**src/fog_loop_pkg.sv**
```systemverilog
package fog_loop_pkg;

	// default converter widths, overridable at the top level
	parameter int ADC_W_DEF = 14;
	parameter int DAC_W_DEF = 16;

	// width of error sums, step and other loop words
	parameter int ACC_W = 32;

	// half-period and wait counters
	parameter int CNT_W = 16;

	// modulation amplitude
	parameter int AMP_W = 16;

	// error shift select
	parameter int GAIN_W = 5;

	// run settings, held stable while the loop runs
	typedef struct packed {
		// cycles per half-period, at least 2
		logic [CNT_W-1:0]        freq_cnt;
		// cycles skipped at the start of a half, below freq_cnt
		logic [CNT_W-1:0]        wait_cnt;
		// square-wave amplitude in DAC counts
		logic [AMP_W-1:0]        amp;
		// flips the sign of the error
		logic                    polarity;
		// arithmetic right shift applied to the error
		logic [GAIN_W-1:0]       gain_sel;
		// closed loop when set
		logic                    fb_on;
		// open-loop step
		logic signed [ACC_W-1:0] const_step;
	} loop_cfg_t;

	// modulator sequence
	typedef enum logic [1:0] {
		IDLE      = 2'd0,
		HALF_HIGH = 2'd1,
		HALF_LOW  = 2'd2
	} mod_state_e;

	// per-cycle markers from the modulator to the data path
	typedef struct packed {
		// current half is the high one
		logic high;
		// inside the sampling window
		logic settled;
		// last cycle of either half
		logic half_last;
		// last cycle of a low half, closes the period
		logic period_end;
	} mod_tick_t;

endpackage
```
**src/fog_loop_top.sv**
```systemverilog
`timescale 1ns/1ps

module fog_loop_top
	import fog_loop_pkg::*;
#(
	parameter int ADC_W = ADC_W_DEF,
	parameter int DAC_W = DAC_W_DEF
) (
	input  logic                    CLOCK_DAC_1,
	input  logic                    i_rst_n,
	input  logic signed [ADC_W-1:0] i_adc,
	input  loop_cfg_t               i_cfg,
	output logic [DAC_W-1:0]        o_dac,
	output logic                    o_mod_high,
	output logic                    o_err_valid,
	output logic signed [ACC_W-1:0] o_err,
	output logic signed [ACC_W-1:0] o_step
);

	// modulator markers shared by the data path
	mod_tick_t               tick;

	// demodulated error, valid-only pulse
	logic                    err_valid;
	logic signed [ACC_W-1:0] err;

	// feedback phase step
	logic signed [ACC_W-1:0] step;

	// square-wave sequencer
	mod_phase_fsm u_fsm (
		.CLOCK_DAC_1 (CLOCK_DAC_1),
		.i_rst_n     (i_rst_n),
		.i_cfg       (i_cfg),
		.o_tick      (tick)
	);

	// high half minus low half, once per period
	err_demod #(
		.ADC_W (ADC_W)
	) u_demod (
		.CLOCK_DAC_1 (CLOCK_DAC_1),
		.i_rst_n     (i_rst_n),
		.i_tick      (tick),
		.i_adc       (i_adc),
		.i_polarity  (i_cfg.polarity),
		.o_err_valid (err_valid),
		.o_err       (err)
	);

	// error to step
	fb_step_integrator u_integ (
		.CLOCK_DAC_1 (CLOCK_DAC_1),
		.i_rst_n     (i_rst_n),
		.i_err_valid (err_valid),
		.i_err       (err),
		.i_cfg       (i_cfg),
		.o_step      (step)
	);

	// ramp plus modulation into the DAC
	phase_ramp_accum #(
		.DAC_W (DAC_W)
	) u_ramp (
		.CLOCK_DAC_1 (CLOCK_DAC_1),
		.i_rst_n     (i_rst_n),
		.i_tick      (tick),
		.i_step      (step),
		.i_amp       (i_cfg.amp),
		.o_dac       (o_dac)
	);

	// observation taps
	assign o_mod_high  = tick.high;
	assign o_err_valid = err_valid;
	assign o_err       = err;
	assign o_step      = step;

endmodule

```
**src/phase_ramp_accum.sv**
```systemverilog
`timescale 1ns/1ps

module phase_ramp_accum
	import fog_loop_pkg::*;
#(
	parameter int DAC_W = DAC_W_DEF
) (
	input  logic                    CLOCK_DAC_1,
	input  logic                    i_rst_n,
	input  mod_tick_t               i_tick,
	input  logic signed [ACC_W-1:0] i_step,
	input  logic [AMP_W-1:0]        i_amp,
	output logic [DAC_W-1:0]        o_dac
);

	// phase ramp, wraps modulo 2^DAC_W
	logic [DAC_W-1:0] ramp;

	// amplitude resized to the DAC word
	logic [DAC_W-1:0] amp_w;

	// set once the first high half has been seen
	logic             run;

	// word for the next DAC cycle
	logic [DAC_W-1:0] dac_nxt;

	assign amp_w = DAC_W'(i_amp);

	// square wave on top of the ramp
	// before the first high half the DAC sits at the bare ramp
	always_comb begin
		if (i_tick.high) begin
			dac_nxt = ramp + amp_w;
		end else if (run) begin
			dac_nxt = ramp - amp_w;
		end else begin
			dac_nxt = ramp;
		end
	end

	always_ff @(posedge CLOCK_DAC_1 or negedge i_rst_n) begin
		if (!i_rst_n) begin
			ramp  <= '0;
			run   <= 1'b0;
			o_dac <= '0;
		end else begin
			// one step per period, low bits only
			if (i_tick.period_end) begin
				ramp <= ramp + i_step[DAC_W-1:0];
			end
			if (i_tick.high) begin
				run <= 1'b1;
			end
			o_dac <= dac_nxt;
		end
	end

endmodule

```
**src/fb_step_integrator.sv**
```systemverilog
`timescale 1ns/1ps

module fb_step_integrator
	import fog_loop_pkg::*;
(
	input  logic                    CLOCK_DAC_1,
	input  logic                    i_rst_n,
	input  logic                    i_err_valid,
	input  logic signed [ACC_W-1:0] i_err,
	input  loop_cfg_t               i_cfg,
	output logic signed [ACC_W-1:0] o_step
);

	// loop gain as a power-of-two divide
	logic signed [ACC_W-1:0] err_scaled;

	// integrated step for the next value
	logic signed [ACC_W-1:0] step_nxt;

	// sign kept by the arithmetic shift
	assign err_scaled = i_err >>> i_cfg.gain_sel;

	// closed loop integrates, open loop forces the fixed step
	always_comb begin
		if (i_cfg.fb_on) begin
			step_nxt = o_step + err_scaled;
		end else begin
			step_nxt = i_cfg.const_step;
		end
	end

	// step moves only on an error pulse
	always_ff @(posedge CLOCK_DAC_1 or negedge i_rst_n) begin
		if (!i_rst_n) begin
			o_step <= '0;
		end else if (i_err_valid) begin
			o_step <= step_nxt;
		end
	end

endmodule

```
**src/err_demod.sv**
```systemverilog
`timescale 1ns/1ps

module err_demod
	import fog_loop_pkg::*;
#(
	parameter int ADC_W = ADC_W_DEF
) (
	input  logic                    CLOCK_DAC_1,
	input  logic                    i_rst_n,
	input  mod_tick_t               i_tick,
	input  logic signed [ADC_W-1:0] i_adc,
	input  logic                    i_polarity,
	output logic                    o_err_valid,
	output logic signed [ACC_W-1:0] o_err
);

	// sample widened to the sum width
	logic signed [ACC_W-1:0] adc_ext;

	// running sums per half
	logic signed [ACC_W-1:0] sum_high;
	logic signed [ACC_W-1:0] sum_low;

	// sums including this cycle's sample
	logic signed [ACC_W-1:0] high_nxt;
	logic signed [ACC_W-1:0] low_nxt;

	// high minus low over the full period
	logic signed [ACC_W-1:0] diff;

	// which sum takes the sample
	logic                    take_high;
	logic                    take_low;

	assign adc_ext = {{(ACC_W-ADC_W){i_adc[ADC_W-1]}}, i_adc};

	assign take_high = i_tick.settled && i_tick.high;
	assign take_low  = i_tick.settled && !i_tick.high;

	// period_end is also settled, so the last low sample lands here
	assign high_nxt = take_high ? sum_high + adc_ext : sum_high;
	assign low_nxt  = take_low  ? sum_low  + adc_ext : sum_low;

	assign diff = high_nxt - low_nxt;

	always_ff @(posedge CLOCK_DAC_1 or negedge i_rst_n) begin
		if (!i_rst_n) begin
			sum_high    <= '0;
			sum_low     <= '0;
			o_err_valid <= 1'b0;
			o_err       <= '0;
		end else begin
			// one pulse per period, no back-pressure
			o_err_valid <= i_tick.period_end;
			if (i_tick.period_end) begin
				// report and restart both sums
				o_err    <= i_polarity ? -diff : diff;
				sum_high <= '0;
				sum_low  <= '0;
			end else begin
				sum_high <= high_nxt;
				sum_low  <= low_nxt;
			end
		end
	end

	// a period is at least four cycles long
	a_err_single_pulse: assert property (
		@(posedge CLOCK_DAC_1) disable iff (!i_rst_n)
		o_err_valid |=> !o_err_valid
	);

endmodule

```
**src/mod_phase_fsm.sv**
```systemverilog
`timescale 1ns/1ps

module mod_phase_fsm
	import fog_loop_pkg::*;
(
	input  logic       CLOCK_DAC_1,
	input  logic       i_rst_n,
	input  loop_cfg_t  i_cfg,
	output mod_tick_t  o_tick
);

	mod_state_e state;
	mod_state_e state_nxt;

	// timer handshake
	logic      load;
	logic      expired;
	logic      settled;

	// any half in progress
	logic      in_half;
	mod_tick_t tick_nxt;

	half_period_timer u_timer (
		.CLOCK_DAC_1 (CLOCK_DAC_1),
		.i_rst_n     (i_rst_n),
		.i_load      (load),
		.i_freq_cnt  (i_cfg.freq_cnt),
		.i_wait_cnt  (i_cfg.wait_cnt),
		.o_expired   (expired),
		.o_settled   (settled)
	);

	assign in_half = (state != IDLE);

	// reload on leaving idle and at the end of every half
	assign load = (state == IDLE) || expired;

	always_comb begin
		state_nxt = state;
		case (state)
			IDLE:      state_nxt = HALF_HIGH;
			HALF_HIGH: if (expired) state_nxt = HALF_LOW;
			HALF_LOW:  if (expired) state_nxt = HALF_HIGH;
			default:   state_nxt = IDLE;
		endcase
	end

	// markers valid only inside a half
	always_comb begin
		tick_nxt.high       = (state == HALF_HIGH);
		tick_nxt.settled    = in_half && settled;
		tick_nxt.half_last  = in_half && expired;
		tick_nxt.period_end = (state == HALF_LOW) && expired;
	end

	// tick trails the state by one cycle
	always_ff @(posedge CLOCK_DAC_1 or negedge i_rst_n) begin
		if (!i_rst_n) begin
			state  <= IDLE;
			o_tick <= '0;
		end else begin
			state  <= state_nxt;
			o_tick <= tick_nxt;
		end
	end

	// period closes on the last low cycle and a high half follows
	a_period_end_low: assert property (
		@(posedge CLOCK_DAC_1) disable iff (!i_rst_n)
		o_tick.period_end |-> (o_tick.half_last && !o_tick.high) ##1 o_tick.high
	);

	// level flips right after every half boundary
	a_half_toggle: assert property (
		@(posedge CLOCK_DAC_1) disable iff (!i_rst_n)
		o_tick.half_last |=> (o_tick.high != $past(o_tick.high))
	);

endmodule

```
**src/half_period_timer.sv**
```systemverilog
`timescale 1ns/1ps

module half_period_timer
	import fog_loop_pkg::*;
(
	input  logic             CLOCK_DAC_1,
	input  logic             i_rst_n,
	input  logic             i_load,
	input  logic [CNT_W-1:0] i_freq_cnt,
	input  logic [CNT_W-1:0] i_wait_cnt,
	output logic             o_expired,
	output logic             o_settled
);

	// cycles left in the current half
	logic [CNT_W-1:0] cnt;
	// cycles already spent in the current half
	logic [CNT_W-1:0] elapsed;

	// reload at half start, then count down and park at zero
	always_ff @(posedge CLOCK_DAC_1 or negedge i_rst_n) begin
		if (!i_rst_n) begin
			cnt <= '0;
		end else if (i_load) begin
			cnt <= i_freq_cnt - 1'b1;
		end else if (cnt != '0) begin
			cnt <= cnt - 1'b1;
		end
	end

	// first cycle of a half has elapsed == 0
	assign elapsed = i_freq_cnt - 1'b1 - cnt;

	// zero marks the last cycle of the half
	assign o_expired = (cnt == '0);

	// window covers the last freq_cnt - wait_cnt cycles
	assign o_settled = (elapsed >= i_wait_cnt);

	// a wait as long as the half would leave no samples at all
	a_wait_below_freq: assert property (
		@(posedge CLOCK_DAC_1) disable iff (!i_rst_n)
		i_load |-> (i_wait_cnt < i_freq_cnt)
	);

endmodule

```
**config.mk**
```make
export PLATFORM = sky130hd
export DESIGN_NAME = fog_loop_top
export DESIGN_NICKNAME = d
export VERILOG_FILES = /design/src/fog_loop_pkg.sv /design/src/fog_loop_top.sv /design/src/phase_ramp_accum.sv /design/src/fb_step_integrator.sv /design/src/err_demod.sv /design/src/mod_phase_fsm.sv /design/src/half_period_timer.sv
export SDC_FILE = /design/constraint.sdc
export NUM_CORES = 1
export LEC_CHECK = 0
export BUFFER_PORTS_ARGS = -buffer_cell sky130_fd_sc_hd__buf_2
export CAP_MARGIN = 20
export CORE_MARGIN = 2
export CORE_UTILIZATION = 56
export DETAILED_ROUTE_END_ITERATION = 8
export PLACE_DENSITY = 0.88
export SETUP_SLACK_MARGIN = 0.2
export SYNTH_ARGS = -nofsm -noshare
export SYNTH_HDL_FRONTEND = slang
export SYNTH_SLANG_ARGS = --single-unit
```
**constraint.sdc**
```tcl
create_clock -name CLOCK_DAC_1 -period 5.9 [get_ports CLOCK_DAC_1]
set_input_delay 1.77 -clock CLOCK_DAC_1 [delete_from_list [all_inputs] [get_ports CLOCK_DAC_1]]
set_output_delay 1.77 -clock CLOCK_DAC_1 [all_outputs]
set_load 0.1 [all_outputs]
```
Word level (Yosys, flattened, before mapping)

Cells that the tools add are included.
Widths: inputs -> output; s select.

$add $sub $neg: 11
Order comparisons: 1
Eq/ne operators: 4
Shift-type cells: 1
Mux-type cells: 13
Reductions and logical operators: 12

Operator list:

| operator              | count |
|---|---|
| $mux 32               | 6 |
| $add 32x14->32        | 2 |
| $mux 16               | 4 |
| $add 16x16->16        | 2 |
| $add 32x32->32        | 1 |
| $neg 32->32           | 1 |
| $sshr 32x5->32        | 1 |
| $sub 16x1->16 const B | 2 |
| $sub 16x16->16        | 2 |
| $sub 32x32->32        | 1 |
| $ge 16x16->1          | 1 |
| $logic_not 16->1      | 1 |
| $reduce_bool 16->1    | 1 |
| $pmux 2 s3            | 1 |
| $logic_and 1x1->1     | 4 |
| $mux 2                | 2 |
| $ne 2x1->1 const B    | 2 |
| $reduce_bool 2->1     | 2 |
| $eq 2x1->1 const B    | 1 |
| $eq 2x2->1 const B    | 1 |
| $logic_not 2->1       | 1 |
| $reduce_and 2->1      | 1 |
| $logic_not 1->1       | 1 |
| $logic_or 1x1->1      | 1 |

Flip-flop bits (word level): 183
Bits of input ports: 103
Output and inout port bits: 82

Depth between registers and ports, before layout

Word-level depth: 6
Depth in mapped cells: 27
Depth with buffers taken out: 26

Cells and area by module

Synthesis repeated with hierarchy kept, for this count alone.

Cells, all modules: 2633
Area total of the unflattened synthesis: 20810.0 um^2

Modules (own cells, without submodules):

| module             | instances | cells an instance | area an instance (um^2) | seq. area each (um^2) |
|---|---|---|---|---|
| err_demod          | 1         | 1290              | 10159.7                 | 2427.3 |
| fb_step_integrator | 1         | 617               | 4737.0                  | 800.8 |
| phase_ramp_accum   | 1         | 395               | 3309.4                  | 825.8 |
| half_period_timer  | 1         | 314               | 2388.5                  | 400.4 |
| mod_phase_fsm      | 1         | 17                | 215.2                   | 150.1 |

Worst setup path before layout

OpenSTA, ideal clock, no wires.

Path kind: input to register
From: input port i_adc[2]
To: register u_demod.o_err[29]
Arrival time: 6.839 ns
Setup slack: -1.065 ns
Stages on the path: 25
Cell sequence: ha_1 > o211ai_1 > o21ai_1 > o211a_1 > nand2_1 > nand2_1 > a21oi_1 > xnor2_1 > nor2_1 > a21oi_1 > ha_1 > and3_1 > a31o_2 > a21oi_1 > a21oi_1 > a221oi_2 > xnor2_1 > or3_1 > or3_1 > o31ai_1 > nand2_1 > nand4b_1 > o31ai_1 > xnor2_1 > mux2_2

Cells in the longest elaborated chain, start to end: 5
Elaborated cells on any way between the ends: 7
Classes of those cells: add/sub (4); mux (3)

Ends and longest elaborated chain:

| what                              | line                             | source |
|---|---|---|
| from (decl)                       | fog_loop_top.sv:11               | `input logic signed [ADC_W-1:0] i_adc,` |
| $add 32x14->32 (on tied branches) | err_demod.sv:41, err_demod.sv:42 |  |
| $mux 32 (on tied branches)        | err_demod.sv:41, err_demod.sv:42 |  |
| $sub 32x32->32 *                  | err_demod.sv:44                  | `assign diff = high_nxt - low_nxt;` |
| $neg 32->32                       | err_demod.sv:57                  | `o_err <= i_polarity ? -diff : diff;` |
| $mux 32 *                         | err_demod.sv:57                  |  |
| to (signal assigned)              | err_demod.sv:57                  |  |
| to (decl)                         | err_demod.sv:14                  | `output logic signed [ACC_W-1:0] o_err` |

Every way passes the cells marked *; elsewhere a longest branch is shown, timed or not.
A chain may end at the register's enable or synchronous reset.

Final worst setup path

From: input port i_adc[1]
To: register u_demod.o_err[31]

The elaborated chain is that of the path after synthesis.

==> impl_metrics.py <==
metrics = {
    "status": {
        "outcome": "finished, violations left",
        "violations": "setup timing",
    },
    "pwr": {
        "internal-power_uw": 6300,
        "p_leak_uw": 0.0126,
        "p_clk_share_pct": 10.8,
        "power_switching_share_pct": 44.9,
        "share_comb_of_total_power_pct": 75.5,
        "seqPwrFrac_pct": 13.8,
        "power_density_mw_per_mm2": 435,
        "total_power_uw": 11400,
        "p_sw_uw": 5130,
        "peakVddDrop_mv": 0.306,
    },
    "die": {
        "die_y_um": 191,
        "coreArea_mm2": 0.0345,
        "io_pins": 185,
        "die-area_mm2": 0.0364,
        "rows": 68,
        "start_util_pct": 56.6,
        "die_w_um": 191,
    },
    "synthesis": {
        "synth_area_mm2": 0.0195,
        "synthFlopType": "dfrtp_1",
        "syn_inst": 2411,
        "synth_nets": 2724,
        "synth_seq_area_share_pct": 23.5,
        "synth.most_common_cell": "a21oi_1",
        "ys_types": 100,
        "ys_top_cells_by_count": "264 x a21oi_1, 247 x nor2_1, 230 x nand2_1",
        "synth_top_area_cell": "dfrtp_1",
        "synthTopCellsByArea": "dfrtp_1 23%, ha_1 13%, a21oi_1 6.8%",
        "async_reset_ff_share_pct": 100,
        "synth-edff-count": 0,
        "yosys.area.top_type_share_pct": 23.5,
        "synth.avg_cell_area_um2": 8.10,
        "ys_ff_latch": 183,
        "ys_warn_count": 0,
    },
    "clock_tree": {
        "numCtsBuffers": 17,
        "clk_path_buf_depth": 2,
        "tritoncts": "yes",
        "clock_latency_ps": 480,
        "cts_hold_buf": 0,
        "htreeDepth": 4,
        "cts_root_buffer": "clkbuf_16",
        "cts.clk_slew.worst_paths_ps": 80,
        "cts.sinks": 183,
    },
    "sta": {
        "slew_viol_final": 0,
        "max_freq_ghz": 0.148,
        "final.setup.worst_slack_ps": -856,
        "worstMarginPinSlew_ps": 1120,
        "skew_ps": 16.2,
        "hold_violations": 0,
        "rsz0062_at_grt": "true",
        "setup_tns_ps": -8390,
        "min_period_over_period_pct": 115,
        "setup_violations": 14,
        "max-slew-margin-rel_pct": 25.2,
        "period_needed_ps": 6760,
    },
    "route": {
        "vias": 22077,
        "routedWlPerCell_um": 20.0,
        "drt-vias-per-instance": 6.34,
        "wl_um": 69800,
        "drc": 0,
        "drt_first_pass_iters": 6,
        "drt.antenna.violating_nets": 0,
        "drt_iter0_markers": 2151,
    },
    "finish": {
        "post-route-cell-area_mm2": 0.0262,
        "area_growth_pct": 34.4,
        "fin_cells": 3483,
        "drive_gt1_share_pct": 32.4,
        "num-fill-cells": 2154,
        "num-nets-final": 3327,
        "fin_util_pct": 76.1,
    },
    "placement": {
        "placed_cells": 3387,
        "place.gp.congestion": 0.951,
        "port_buffers": 184,
        "dpl.hpwl_um": 48800,
        "dpl_cell_area_mm2": 0.0242,
    },
    "setup_path": {
        "r2r_slack_ps": -30,
        "r2r_start": "u_fsm.o_tick[3]",
        "worstRegToRegCells": 23,
        "cp-start-kind": "input pin",
        "worst_setup_path_end_kind": "register",
        "path_max_fanout": 4,
        "rr_endpoint": "u_demod.o_err[31]",
        "critPathKind": "in -> reg",
        "worstPathRequired_ps": 6250,
        "critPathArrivalTime_ps": 7110,
    },
    "worst_hold_path": {
        "hold_path_class": "reg -> reg",
        "hold-path-cell-count": 1,
        "hold_end": "u_ramp.ramp[15]",
        "hp-start": "u_ramp.ramp[15]",
    },
    "global_route": {
        "grt_pass1_wl_um": 104000,
        "grt_max_degree": 113,
        "grt_pass1_vias": 21561,
        "grt_usage_pct": 35.3,
        "overflow": 0,
        "antenna_found_initial": 2,
    },
    "flow_run": {
        "maxCapViolCount": 0,
    },
}
[cell usage in the layout (no fill, tap or decap), types with 31 or more instances in the layout]
cell type	n
nor3_1	35
a21oi_1	226
a21oi_2	36
xor2_1	62
nand2_1	219
dfrtp_1	181
a21o_1	66
mux2_2	34
buf_4	468
xnor2_1	104
and2_1	31
buf_2	178
mux2i_1	63
o21ai_0	96
nand3_1	45
inv_1	120
nor2_1	240
ha_1	185
[how the worst max path moves through the flow]
stage,startpoint,to,slack [ps],cells past startpoint
after detailed placement,i_adc[0],u_demod.o_err[30],-1350,25
after CTS,i_adc[1],u_demod.o_err[31],-510,28
after floorplan,i_adc[0],u_demod.o_err[29],-650,24
after global routing,i_adc[1],u_demod.o_err[31],-980,25
final,i_adc[1],u_demod.o_err[31],-860,25
after global placement,i_adc[0],u_demod.o_err[29],-1070,25
[stage by stage]
stage                     setup slack (ps)  hold slack [ps]
after floorplan                       -648              352
after global placement               -1070              479
after detailed placement             -1350              503
after CTS                             -507              519
after global routing                  -976              523
final                                 -856              515
[worst max-delay path: stages]
cell and delay [ps]:
buf_8 100, buf_4 140, fa_2 390, a211oi_2 280, o211a_4 230, nor2_1 70, xnor2_1 230, o21ai_1 170
ha_1 380, and3_4 240, o2111a_1 230, o41ai_2 120, a21oi_4 200, a221oi_2 100, o21bai_1 250, a21oi_2 150
o31a_1 330, o211ai_1 320, nand3_2 170, nor4_4 280, nand4b_1 190, buf_4 200, o31ai_4 220, xnor2_1 90
mux2_4 250
[sequential cells by signal, indices dropped and copies added (netlist names)]
register	count
u_demod.o_err_valid	1
u_fsm.state	2
u_demod.sum_high	32
u_integ.o_step	32
u_ramp.o_dac	16
u_demod.o_err	32
u_fsm.u_timer.cnt	16
u_fsm.o_tick	3
u_ramp.ramp	16
u_demod.sum_low	32
u_ramp.run	1
[layer usage]
layer	vias up	routed length, um	track usage [%]
met5	-	0	0
met4	0	4050	18.8
met3	354	6050	5.72
met2	1286	33400	60.7
met1	10520	26300	42.1
li1	9917	-	-
[layout make-up]
cell class	instances	area, um^2	area share, %
diodes	1	2.50	0.00954
multi-input cells	2004	15100	57.5
clock inverters	15	174	0.663
clock buffers	17	425	1.62
flip-flops and latches	183	4580	17.5
repair buffers	681	4910	18.7
inverters	127	483	1.84
well taps	455	569	2.17
[power by group through the flow]
stage / combinational [uW] / sequential, uW / clock (uW)
3_5_place_dp: 7460 / 1580 / 0
4_1_cts: 7900 / 1560 / 1230
3_3_place_gp: 7150 / 1580 / 0
6_report: 8620 / 1570 / 1230
2_1_floorplan: 4420 / 1580 / 0
5_1_grt: 9250 / 1590 / 1280
[timing repair]
action                     CTS  global route
resized for setup           74           148
setup buffers               32            28
setup endpoints to repair   24            30
pin swaps                   68           101
cloned                       2             1
[cells by family after synthesis]
kind of cell | count (synthesis) | synth area share, %
muxes | 119 | 7.13
buffers and inverters | 224 | 4.42
DFF | 183 | 23.5
xor gates and xnor gates | 176 | 7.97
and+or+nand+nor | 746 | 17.8
AOI/OAI and AO/OA | 752 | 25.4
adders and majority gates | 211 | 13.8
(Power assumes the default switching activity.)
